**src/dcache_params.svh**
```systemverilog
`ifndef DCACHE_PARAMS_SVH
`define DCACHE_PARAMS_SVH

// Cache geometry
`define DCACHE_WAYS 2

// 64 lines per way
`define DCACHE_LINE_W 6

// Word select within a line
`define DCACHE_WORD_W 2
`define DCACHE_WORDS 4

// Tag bits left above the line index and word select
`define DCACHE_TAG_W (32 - 2 - `DCACHE_WORD_W - `DCACHE_LINE_W)

`endif

```
**src/dcache_pkg.sv**
```systemverilog
`include "dcache_params.svh"

package dcache_pkg;

    // Field view of a byte address
    typedef struct packed {
        logic [`DCACHE_TAG_W-1:0]  tag;
        logic [`DCACHE_LINE_W-1:0] line;
        logic [`DCACHE_WORD_W-1:0] word;
        logic [1:0]                offset;
    } addr_fields_t;

    // One address word, seen flat or split into its fields
    typedef union packed {
        logic [31:0]  flat;
        addr_fields_t fields;
    } dcache_addr_t;

    // One way of one tag line
    typedef struct packed {
        logic                     valid;
        logic [`DCACHE_TAG_W-1:0] tag;
    } tag_entry_t;

    // Kind of request held in stage 1
    typedef enum logic {
        READ,
        WRITE
    } req_kind_t;

endpackage

```
**src/dcache_ifs.sv**
```systemverilog
`timescale 1ns/1ps
`include "dcache_params.svh"

//////////////////////////////////////////////////////////////////////
// Tag lookup between request control and the tag bank

interface tag_lookup_if;
    logic                      lookup_en;
    logic [`DCACHE_LINE_W-1:0] lookup_line;
    logic [`DCACHE_TAG_W-1:0]  cmp_tag;
    logic                      fill_write;
    logic [`DCACHE_LINE_W-1:0] fill_line;
    logic                      hit;
    logic [`DCACHE_WAYS-1:0]   hit_way;
    logic [`DCACHE_WAYS-1:0]   repl_way;
    logic                      busy;

    modport ctrl (
        output lookup_en, lookup_line, cmp_tag, fill_write, fill_line,
        input  hit, hit_way, repl_way, busy
    );

    modport bank (
        input  lookup_en, lookup_line, cmp_tag, fill_write, fill_line,
        output hit, hit_way, repl_way, busy
    );
endinterface

//////////////////////////////////////////////////////////////////////
// Data bank access, read port for lookups and write port for hits and fills

interface data_bank_if;
    logic                                     rd_en;
    logic [`DCACHE_LINE_W+`DCACHE_WORD_W-1:0] rd_addr;
    logic                                     wr_en;
    logic [`DCACHE_WAYS-1:0]                  wr_way;
    logic [`DCACHE_LINE_W+`DCACHE_WORD_W-1:0] wr_addr;
    logic [3:0]                               wr_be;
    logic [31:0]                              wr_data;
    logic [31:0]                              rd_data;

    modport ctrl (
        output rd_en, rd_addr, wr_en, wr_way, wr_addr, wr_be, wr_data,
        input  rd_data
    );

    modport bank (
        input  rd_en, rd_addr, wr_en, wr_way, wr_addr, wr_be, wr_data,
        output rd_data
    );
endinterface

```
**src/dcache_request_ctrl.sv**
```systemverilog
`timescale 1ns/1ps
`include "dcache_params.svh"

module dcache_request_ctrl import dcache_pkg::*; (
    input  logic        clk,
    input  logic        rst,
    // Load/store side
    input  logic        new_request,
    input  logic [31:0] addr,
    input  logic        we,
    input  logic [3:0]  be,
    input  logic [31:0] data_in,
    input  logic        uncacheable,
    output logic        ready,
    output logic        data_valid,
    output logic [31:0] data_out,
    // Memory side
    output logic        mem_request,
    output logic        mem_rnw,
    output logic [29:0] mem_addr,
    output logic [4:0]  mem_rlen,
    output logic [3:0]  mem_wbe,
    output logic [31:0] mem_wdata,
    input  logic        mem_ack,
    input  logic        mem_rvalid,
    input  logic [31:0] mem_rdata,
    input  logic        mem_inv,
    input  logic [31:0] mem_inv_addr,
    tag_lookup_if.ctrl  tl,
    data_bank_if.ctrl   db
);

    dcache_addr_t              stage0_addr;
    dcache_addr_t              stage1_addr;
    logic [31:0]               stage1_wdata;
    logic [3:0]                stage1_be;
    logic                      stage1_uc;
    req_kind_t                 stage1_kind;
    logic                      stage1_valid;
    logic                      stage1_done;
    logic                      accept;
    logic                      advance_r;
    logic                      is_read;
    logic                      hit_now;
    logic                      hit_write;
    logic                      request_sent;
    logic [`DCACHE_WORD_W-1:0] word_cnt;
    logic                      last_word;
    logic                      correct_word;
    logic                      inv_same_line;
    logic                      fill_r;
    logic                      fill_cancel;
    logic                      fill_drop;
    logic                      fill_data_en;

    //////////////////////////////////////////////////////////////////////
    // Stage 0 to stage 1
    assign stage0_addr.flat = addr;
    assign accept = new_request & ready;

    always_ff @(posedge clk) begin
        if (rst) begin
            stage1_valid <= 1'b0;
            stage1_kind  <= READ;
            advance_r    <= 1'b0;
        end else begin
            advance_r <= accept;
            if (accept) begin
                stage1_valid <= 1'b1;
                stage1_kind  <= we ? WRITE : READ;
            end else if (stage1_done) begin
                stage1_valid <= 1'b0;
            end
        end
    end

    always_ff @(posedge clk) begin
        if (accept) begin
            stage1_addr  <= stage0_addr;
            stage1_wdata <= data_in;
            stage1_be    <= be;
            stage1_uc    <= uncacheable;
        end
    end

    // Lookup result is valid only in the cycle after acceptance
    assign is_read   = stage1_kind == READ;
    assign hit_now   = advance_r & tl.hit & ~stage1_uc;
    assign hit_write = hit_now & ~is_read;

    //////////////////////////////////////////////////////////////////////
    // Memory request and fill tracking
    always_ff @(posedge clk) begin
        if (rst | stage1_done) begin
            request_sent <= 1'b0;
            word_cnt     <= '0;
        end else begin
            word_cnt <= word_cnt + `DCACHE_WORD_W'(mem_rvalid);
            if (mem_ack) begin
                request_sent <= 1'b1;
            end
        end
    end

    assign last_word    = mem_rvalid & (stage1_uc | word_cnt == `DCACHE_WORD_W'(`DCACHE_WORDS-1));
    assign correct_word = mem_rvalid & (stage1_uc | word_cnt == stage1_addr.fields.word);

    // Tag write follows the ack by one cycle
    // A same-line snoop or a busy tag port cancels it and the rest of the fill
    assign inv_same_line = mem_inv &
        (mem_inv_addr[31:2+`DCACHE_WORD_W] == stage1_addr.flat[31:2+`DCACHE_WORD_W]);
    assign fill_cancel = fill_r & (inv_same_line | tl.busy);

    always_ff @(posedge clk) begin
        if (rst) begin
            fill_r <= 1'b0;
        end else begin
            fill_r <= stage1_valid & mem_ack & is_read & ~stage1_uc;
        end
    end

    always_ff @(posedge clk) begin
        if (rst | stage1_done) begin
            fill_drop <= 1'b0;
        end else if (fill_cancel) begin
            fill_drop <= 1'b1;
        end
    end

    assign fill_data_en = mem_rvalid & is_read & ~stage1_uc & ~fill_drop & ~fill_cancel;

    always_comb begin
        if (!stage1_valid) begin
            stage1_done = 1'b0;
        end else if (stage1_kind == WRITE) begin
            stage1_done = mem_ack;
        end else if (advance_r) begin
            stage1_done = hit_now;
        end else begin
            stage1_done = last_word;
        end
    end

    assign ready = ~tl.busy & (~stage1_valid | stage1_done);

    //////////////////////////////////////////////////////////////////////
    // Outputs
    assign mem_request = stage1_valid & ~request_sent &
        (stage1_kind == WRITE | ~advance_r);
    assign mem_rnw   = is_read;
    assign mem_addr  = (is_read & ~stage1_uc) ?
        {stage1_addr.flat[31:2+`DCACHE_WORD_W], {`DCACHE_WORD_W{1'b0}}} :
        stage1_addr.flat[31:2];
    assign mem_rlen  = (is_read & ~stage1_uc) ? 5'(`DCACHE_WORDS-1) : 5'd0;
    assign mem_wbe   = stage1_be;
    assign mem_wdata = stage1_wdata;

    assign data_valid = stage1_valid & is_read & (advance_r ? hit_now : correct_word);
    assign data_out   = advance_r ? db.rd_data : mem_rdata;

    assign tl.lookup_en   = accept;
    assign tl.lookup_line = stage0_addr.fields.line;
    assign tl.cmp_tag     = stage1_addr.fields.tag;
    assign tl.fill_write  = fill_r & ~fill_cancel;
    assign tl.fill_line   = stage1_addr.fields.line;

    // Writes land in the hit way, fills in the replacement way
    assign db.rd_en   = accept;
    assign db.rd_addr = {stage0_addr.fields.line, stage0_addr.fields.word};
    assign db.wr_en   = hit_write | fill_data_en;
    assign db.wr_way  = hit_write ? tl.hit_way : tl.repl_way;
    assign db.wr_addr = {stage1_addr.fields.line, hit_write ? stage1_addr.fields.word : word_cnt};
    assign db.wr_be   = hit_write ? stage1_be : 4'hf;
    assign db.wr_data = hit_write ? stage1_wdata : mem_rdata;

endmodule

```
**src/flat_wrapper.sv**
```systemverilog
// flat-port wrapper written by rule: the top's interface ports become plain ports
module dcache_request_ctrl_flat import dcache_pkg::*;
  (clk, rst, new_request, addr, we, be, data_in, uncacheable, ready, data_valid, data_out, mem_request, mem_rnw, mem_addr, mem_rlen, mem_wbe, mem_wdata, mem_ack, mem_rvalid, mem_rdata, mem_inv, mem_inv_addr, tl_lookup_en, tl_lookup_line, tl_cmp_tag, tl_fill_write, tl_fill_line, tl_hit, tl_hit_way, tl_repl_way, tl_busy, db_rd_en, db_rd_addr, db_wr_en, db_wr_way, db_wr_addr, db_wr_be, db_wr_data, db_rd_data);
  tag_lookup_if tl_i ();
  data_bank_if db_i ();
  input  logic clk;
  input  logic rst;
  input  logic new_request;
  input  logic [31:0] addr;
  input  logic we;
  input  logic [3:0] be;
  input  logic [31:0] data_in;
  input  logic uncacheable;
  output logic ready;
  output logic data_valid;
  output logic [31:0] data_out;
  output logic mem_request;
  output logic mem_rnw;
  output logic [29:0] mem_addr;
  output logic [4:0] mem_rlen;
  output logic [3:0] mem_wbe;
  output logic [31:0] mem_wdata;
  input  logic mem_ack;
  input  logic mem_rvalid;
  input  logic [31:0] mem_rdata;
  input  logic mem_inv;
  input  logic [31:0] mem_inv_addr;
  output wire logic [$bits(tl_i.lookup_en)-1:0] tl_lookup_en;
  output wire logic [$bits(tl_i.lookup_line)-1:0] tl_lookup_line;
  output wire logic [$bits(tl_i.cmp_tag)-1:0] tl_cmp_tag;
  output wire logic [$bits(tl_i.fill_write)-1:0] tl_fill_write;
  output wire logic [$bits(tl_i.fill_line)-1:0] tl_fill_line;
  input wire logic [$bits(tl_i.hit)-1:0] tl_hit;
  input wire logic [$bits(tl_i.hit_way)-1:0] tl_hit_way;
  input wire logic [$bits(tl_i.repl_way)-1:0] tl_repl_way;
  input wire logic [$bits(tl_i.busy)-1:0] tl_busy;
  output wire logic [$bits(db_i.rd_en)-1:0] db_rd_en;
  output wire logic [$bits(db_i.rd_addr)-1:0] db_rd_addr;
  output wire logic [$bits(db_i.wr_en)-1:0] db_wr_en;
  output wire logic [$bits(db_i.wr_way)-1:0] db_wr_way;
  output wire logic [$bits(db_i.wr_addr)-1:0] db_wr_addr;
  output wire logic [$bits(db_i.wr_be)-1:0] db_wr_be;
  output wire logic [$bits(db_i.wr_data)-1:0] db_wr_data;
  input wire logic [$bits(db_i.rd_data)-1:0] db_rd_data;
  assign tl_lookup_en = tl_i.lookup_en;
  assign tl_lookup_line = tl_i.lookup_line;
  assign tl_cmp_tag = tl_i.cmp_tag;
  assign tl_fill_write = tl_i.fill_write;
  assign tl_fill_line = tl_i.fill_line;
  assign tl_i.hit = tl_hit;
  assign tl_i.hit_way = tl_hit_way;
  assign tl_i.repl_way = tl_repl_way;
  assign tl_i.busy = tl_busy;
  assign db_rd_en = db_i.rd_en;
  assign db_rd_addr = db_i.rd_addr;
  assign db_wr_en = db_i.wr_en;
  assign db_wr_way = db_i.wr_way;
  assign db_wr_addr = db_i.wr_addr;
  assign db_wr_be = db_i.wr_be;
  assign db_wr_data = db_i.wr_data;
  assign db_i.rd_data = db_rd_data;
  dcache_request_ctrl u_core (.clk(clk), .rst(rst), .new_request(new_request), .addr(addr), .we(we), .be(be), .data_in(data_in), .uncacheable(uncacheable), .ready(ready), .data_valid(data_valid), .data_out(data_out), .mem_request(mem_request), .mem_rnw(mem_rnw), .mem_addr(mem_addr), .mem_rlen(mem_rlen), .mem_wbe(mem_wbe), .mem_wdata(mem_wdata), .mem_ack(mem_ack), .mem_rvalid(mem_rvalid), .mem_rdata(mem_rdata), .mem_inv(mem_inv), .mem_inv_addr(mem_inv_addr), .tl(tl_i), .db(db_i));
endmodule
```
**config.mk**
```make
export PLATFORM = sky130hd
export DESIGN_NAME = dcache_request_ctrl_flat
export DESIGN_NICKNAME = d
export VERILOG_FILES = /design/src/dcache_pkg.sv /design/src/dcache_ifs.sv /design/src/dcache_request_ctrl.sv /design/src/flat_wrapper.sv
export VERILOG_INCLUDE_DIRS = /design/src
export SDC_FILE = /design/constraint.sdc
export NUM_CORES = 1
export LEC_CHECK = 0
export BUFFER_PORTS_ARGS = -buffer_cell sky130_fd_sc_hd__buf_2
export CAP_MARGIN = 15
export CORE_AREA = 2 2 145 147
export CTS_CLUSTER_DIAMETER = 40
export DETAILED_ROUTE_END_ITERATION = 12
export DIE_AREA = 0 0 147 149
export PLACE_DENSITY = 0.56
export SLEW_MARGIN = 40
export SYNTH_ARGS = -nofsm -noshare
export SYNTH_HDL_FRONTEND = slang
export SYNTH_SLANG_ARGS = --single-unit
```
**constraint.sdc**
```tcl
create_clock -name clk -period 3.83 [get_ports clk]
set_clock_uncertainty 0.15 [all_clocks]
set_input_delay 0.383 -clock clk [delete_from_list [all_inputs] [get_ports clk]]
set_output_delay 0.383 -clock clk [all_outputs]
set_load 0.02 [all_outputs]
```
# --- Word level (Yosys, flattened, before mapping) ---
# Cells that the tools add are included.
totals:
  wordCells: 67
  latch_bits: 0
  ramBits: 0
  mem_bits_ro: 0
  register_bits: 77
  n_memories: 0
op_classes:
  shifts: 0
  n_mul: 0
  order_cmp: 0
  mux: 14
  n_eq_ne: 3
  bitwise_logic: 37
  add_sub_neg: 1
  n_div: 0
  n_reduce_logical: 1
op_table:
  columns: ["operator", "count"]
  rows:
  - ["$mux 32", 2]
  - ["$eq 28x28->1", 1]
  - ["$and 1x1->1", 22]
  - ["$mux 2", 4]
  - ["$not 1->1", 8]
  - ["$mux 1", 7]
  - ["$or 1x1->1", 7]
  - ["$mux 4", 1]
  - ["$add 2x1->2", 1]
  - ["$eq 2x2->1", 1]
  - ["$eq 2x2->1 const B", 1]
  - ["$reduce_bool 2->1", 1]

# --- Depth between registers and ports, before layout ---
logic_depth:
  word_depth: 10
  ltp_mapped: 6
  ltp_nobuf: 5

# --- Worst setup path after synthesis ---
# Ideal clock, no wire load.
synth_path:
  kind: "flip-flop to output port"
  startpoint: "reg u_core.advance_r"
  endpoint: "out tl_lookup_en"
  path_stages_with_launch: 7
  setup_slack_ns: 0.362
  path_buffers: 2
  t_arrival_ns: 2.935
  cell_sequence: "dfxtp_1 -> buf_6 -> or3b_4 -> o2111ai_2 -> nand3b_2 -> inv_1 -> buf_4"
synth_via:
  elab_chain_len: 8
synth_lines:
  columns: ["item", "line_no", "source"]
  rows:
  - ["start: declaration", "dcache_request_ctrl.sv:42", "logic advance_r;"]
  - ["start signal: assignment", "dcache_request_ctrl.sv:67", "advance_r <= accept;"]
  - ["$and 1x1->1 (2 in series)", "dcache_request_ctrl.sv:88", "assign hit_now = advance_r & tl.hit & ~stage1_uc;"]
  - ["$mux 1 (*)", "dcache_request_ctrl.sv:137", "end else if (advance_r) begin"]
  - ["$mux 1 (*)", "dcache_request_ctrl.sv:135", "end else if (stage1_kind == WRITE) begin"]
  - ["$mux 1 (*)", "dcache_request_ctrl.sv:133", "if (!stage1_valid) begin"]
  - ["$or 1x1->1 (*)", "dcache_request_ctrl.sv:144", "assign ready = ~tl.busy & (~stage1_valid | stage1_done);"]
  - ["$and 1x1->1 (*)", "dcache_request_ctrl.sv:144", null]
  - ["$and 1x1->1 (*)", "dcache_request_ctrl.sv:59", "assign accept = new_request & ready;"]
  - ["end: declaration", "flat_wrapper.sv:28", "output wire logic [$bits(tl_i.lookup_en)-1:0] tl_lookup_en;"]
# Every way passes the cells marked *; elsewhere a longest branch is shown, timed or not.

# --- Final worst setup path ---
layout_path:
  startpoint: "reg u_core.stage1_kind"
  endpoint: "out tl_lookup_en"
layout_via:
  elab_chain_len: 5
layout_lines:
  columns: ["item", "line_no", "source"]
  rows:
  - ["start: declaration", "dcache_request_ctrl.sv:38", "req_kind_t stage1_kind;"]
  - ["start signal: assignment", "dcache_request_ctrl.sv:70", "stage1_kind <= we ? WRITE : READ;"]
  - ["$mux 1", "dcache_request_ctrl.sv:135", null]
  - ["$mux 1", "dcache_request_ctrl.sv:133", null]
  - ["$or 1x1->1", "dcache_request_ctrl.sv:144", null]
  - ["$and 1x1->1", "dcache_request_ctrl.sv:144", null]
  - ["$and 1x1->1", "dcache_request_ctrl.sv:59", null]
# No other way between the ends.

==> metrics.cfg <==
[outcome]
outcome = finished, final reports clean

[drt]
drc = 0
ant_nets = 0
via_count = 3449
wl_per_cell_um = 15.3
drt_iter0_markers = 115
wirelength_mm = 13.7
first_pass_iters = 4
via_per_inst = 3.85

[min_path]
min-delay-start = data_in[24]
hold_path_class = input port to flop

[global_route]
antenna_found_initial = 2
grt_pass1_wl_mm = 19.0
grt_overflow = 0
first_global_vias = 3328
grt_max_degree = 42
track_usage = 0.117

[floorplanning]
rows = 53
pin_count = 377
initial_core_util = 0.205
fp.dieH_um = 149
core_mm2 = 0.0206
die_area_mm2 = 0.0219
die_x_um = 147

[placement]
hpwl_mm = 11.0
dpl_cell_area_mm2 = 0.00581
gp_congestion = 0.839
io_buffers = 367
dpl.cell_count = 879

[clock_network]
clockBufferDepth = 2
cts.hold.buffers_added = 0
ctsRootBufferMaster = clkbuf_16
numCtsBuffers = 9
cts_resized = 0
cts_htree_levels = 3
clock-sinks = 75
clk_latency_ns = 0.34
tritoncts = built
cts.clk_slew.worst_paths_ns = 0.06
post_cts_buffers = 0

[synthesis]
yosysSeqAreaShare = 0.515
synthFlopType = edfxtp_1
synthSimpleGateAreaFrac = 0.0543
synthXorXnorAreaFrac = 0.0643
synth_compound_area_frac = 0.0222
yosysUniqueCellTypes = 38
yosys_warnings = 0
post-synth-top-area-fraction = 0.477
synth_edf_count = 67
async_reset_ff_frac = 0
synth_top_family_by_area = multiplexers
syn_area_mm2 = 0.00422
synth-adder-area-share = 0.00296
syn_area_per_cell_um2 = 13.3
synth_top_area_cell = edfxtp_1
synth_cells = 318
ys_ff_latch = 75
synthMuxAreaShare = 0.184
synthTopCellsByArea = edfxtp_1, mux2_2, buf_4

[power]
p_leak_uw = 0.00287
ir_worst_vdd_mv = 0.199
power_uw = 2410
powerDensity_mw_per_mm2 = 393

[timing]
timing.final.crit_share = 0.708
finalSetupViolCount = 0
rsz0062_at_grt = no
finalSetupTns_ns = 0
hold_viol = 0
max_freq_mhz = 369
tightest_slew_ns = 0.596
hold_ws_ns = 0.0644
drv_slew = 0
max-slew-margin-rel = 0.603
fin_crit_ns = 2.71

[setup_path]
r2r_slack_ns = 1.46
reg2reg_to = u_core.stage1_addr[17]
critPathKind = flop to output port
end_kind = output port
critPathLaunchType = flop
cp.required_ns = 3.30
critPathLaunch = u_core.stage1_kind
crit_end = tl_lookup_en
cp.arrival_ns = 2.18
r2r_start = u_core.stage1_kind
ff2ff_path_depth = 5
crit_fanout = 22

[cells_and_area]
final_cell_area_mm2 = 0.00614
fin_cells = 895
multi_input_area_mm2 = 0.00140
synthToLayoutAreaGrowth_pct = 45.5
final_layout_size_suffix_gt1_frac = 0.743
nets = 794
fillers = 2130
regArea_mm2 = 0.00217

[flow_run]
cap_viol_max_count = 0

[cells in the mapped netlist, types with 4 or more instances]
cell type and n:
xor2_1 25, nor2_1 4, edfxtp_1 67, dfxtp_1 8, nor4_1 6, or2_1 4
buf_4 81, xnor2_1 6, nand2_1 6, buf_2 4, mux2_2 65, a21oi_1 4
[critical path: stages (launching register included)]
cell	delay, ns
dfxtp_1	0.38
or3b_4	0.43
o2111ai_2	0.24
nand3b_2	0.16
clkinv_2	0.37
buf_2	0.25
[through the flow]
stage / setup WS [ns] / util
2_1_floorplan: 0.362 / -
4_1_cts: 1.06 / 0.299
3_3_place_gp: 1.32 / 0.283
3_5_place_dp: 1.31 / 0.283
6_report: 1.12 / 0.299
5_1_grt: 0.962 / 0.299
[layer usage]
metal,routed length (µm),GRT usage,share of wire
met4,250,0.0433,0.018
met2,6770,0.199,0.49
met1,5700,0.143,0.42
met3,949,0.0300,0.069
met5,16,0,0.0012
[cells in the final DEF (no fill, tap or decap), types with 4 or more instances in the layout]
cell       netlist  routed
nor4_1           6       6
buf_2            4     367
clkbuf_16        0       9
nand2_1          6       5
dfxtp_1          8       7
or2_1            4       4
edfxtp_1        67      67
xnor2_1          6       6
xor2_1          25      25
a21oi_1          4       4
nor2_1           4       4
buf_4           81       6
mux2_2          65      65
[how the worst min path moves through the flow]
stage / to / slack [ns] / cells after the start
after floorplan: u_core.request_sent / 0.29 / 1
after global placement: u_core.request_sent / 0.33 / 1
after detailed placement: u_core.request_sent / 0.34 / 1
after CTS: u_core.mem_wbe[1] / 0.04 / 1
after global routing: u_core.mem_wbe[1] / 0.04 / 1
final: u_core.mem_wdata[24] / 0.06 / 1
[report_power, final]
group,internal (µW),switching (µW)
clock network,632,346
registers,938,29.5
logic,195,270
total,1770,646
[flip-flops by register name (all words and copies together), names as in the netlist]
name,flops
u_core.request_sent,1
u_core.word_cnt,2
u_core.stage1_uc,1
u_core.stage1_kind,1
u_core.advance_r,1
u_core.fill_drop,1
u_core.mem_wbe,4
u_core.stage1_valid,1
u_core.stage1_addr,30
u_core.fill_r,1
u_core.mem_wdata,32
[area by class of cell]
cell class              count  share of cell area
diodes                      1            0.000407
clock buffers              10              0.0373
clock inverters             5              0.0167
inverters                   3             0.00204
multi-input cells         153               0.227
flip-flops and latches     75               0.354
well taps                 275              0.0560
repair buffers            373               0.306
[cell families (layout without fill, tap and decap cells)]
logic type | count (synthesis) | count (layout)
flops | 75 | 75
buf+inv | 92 | 391
fa+ha+maj | 1 | 1
other cells | 1 | 4
simple gates | 37 | 37
compound gates | 12 | 12
mux | 69 | 69
xor+xnor | 31 | 31
(Power assumes the default switching activity.)
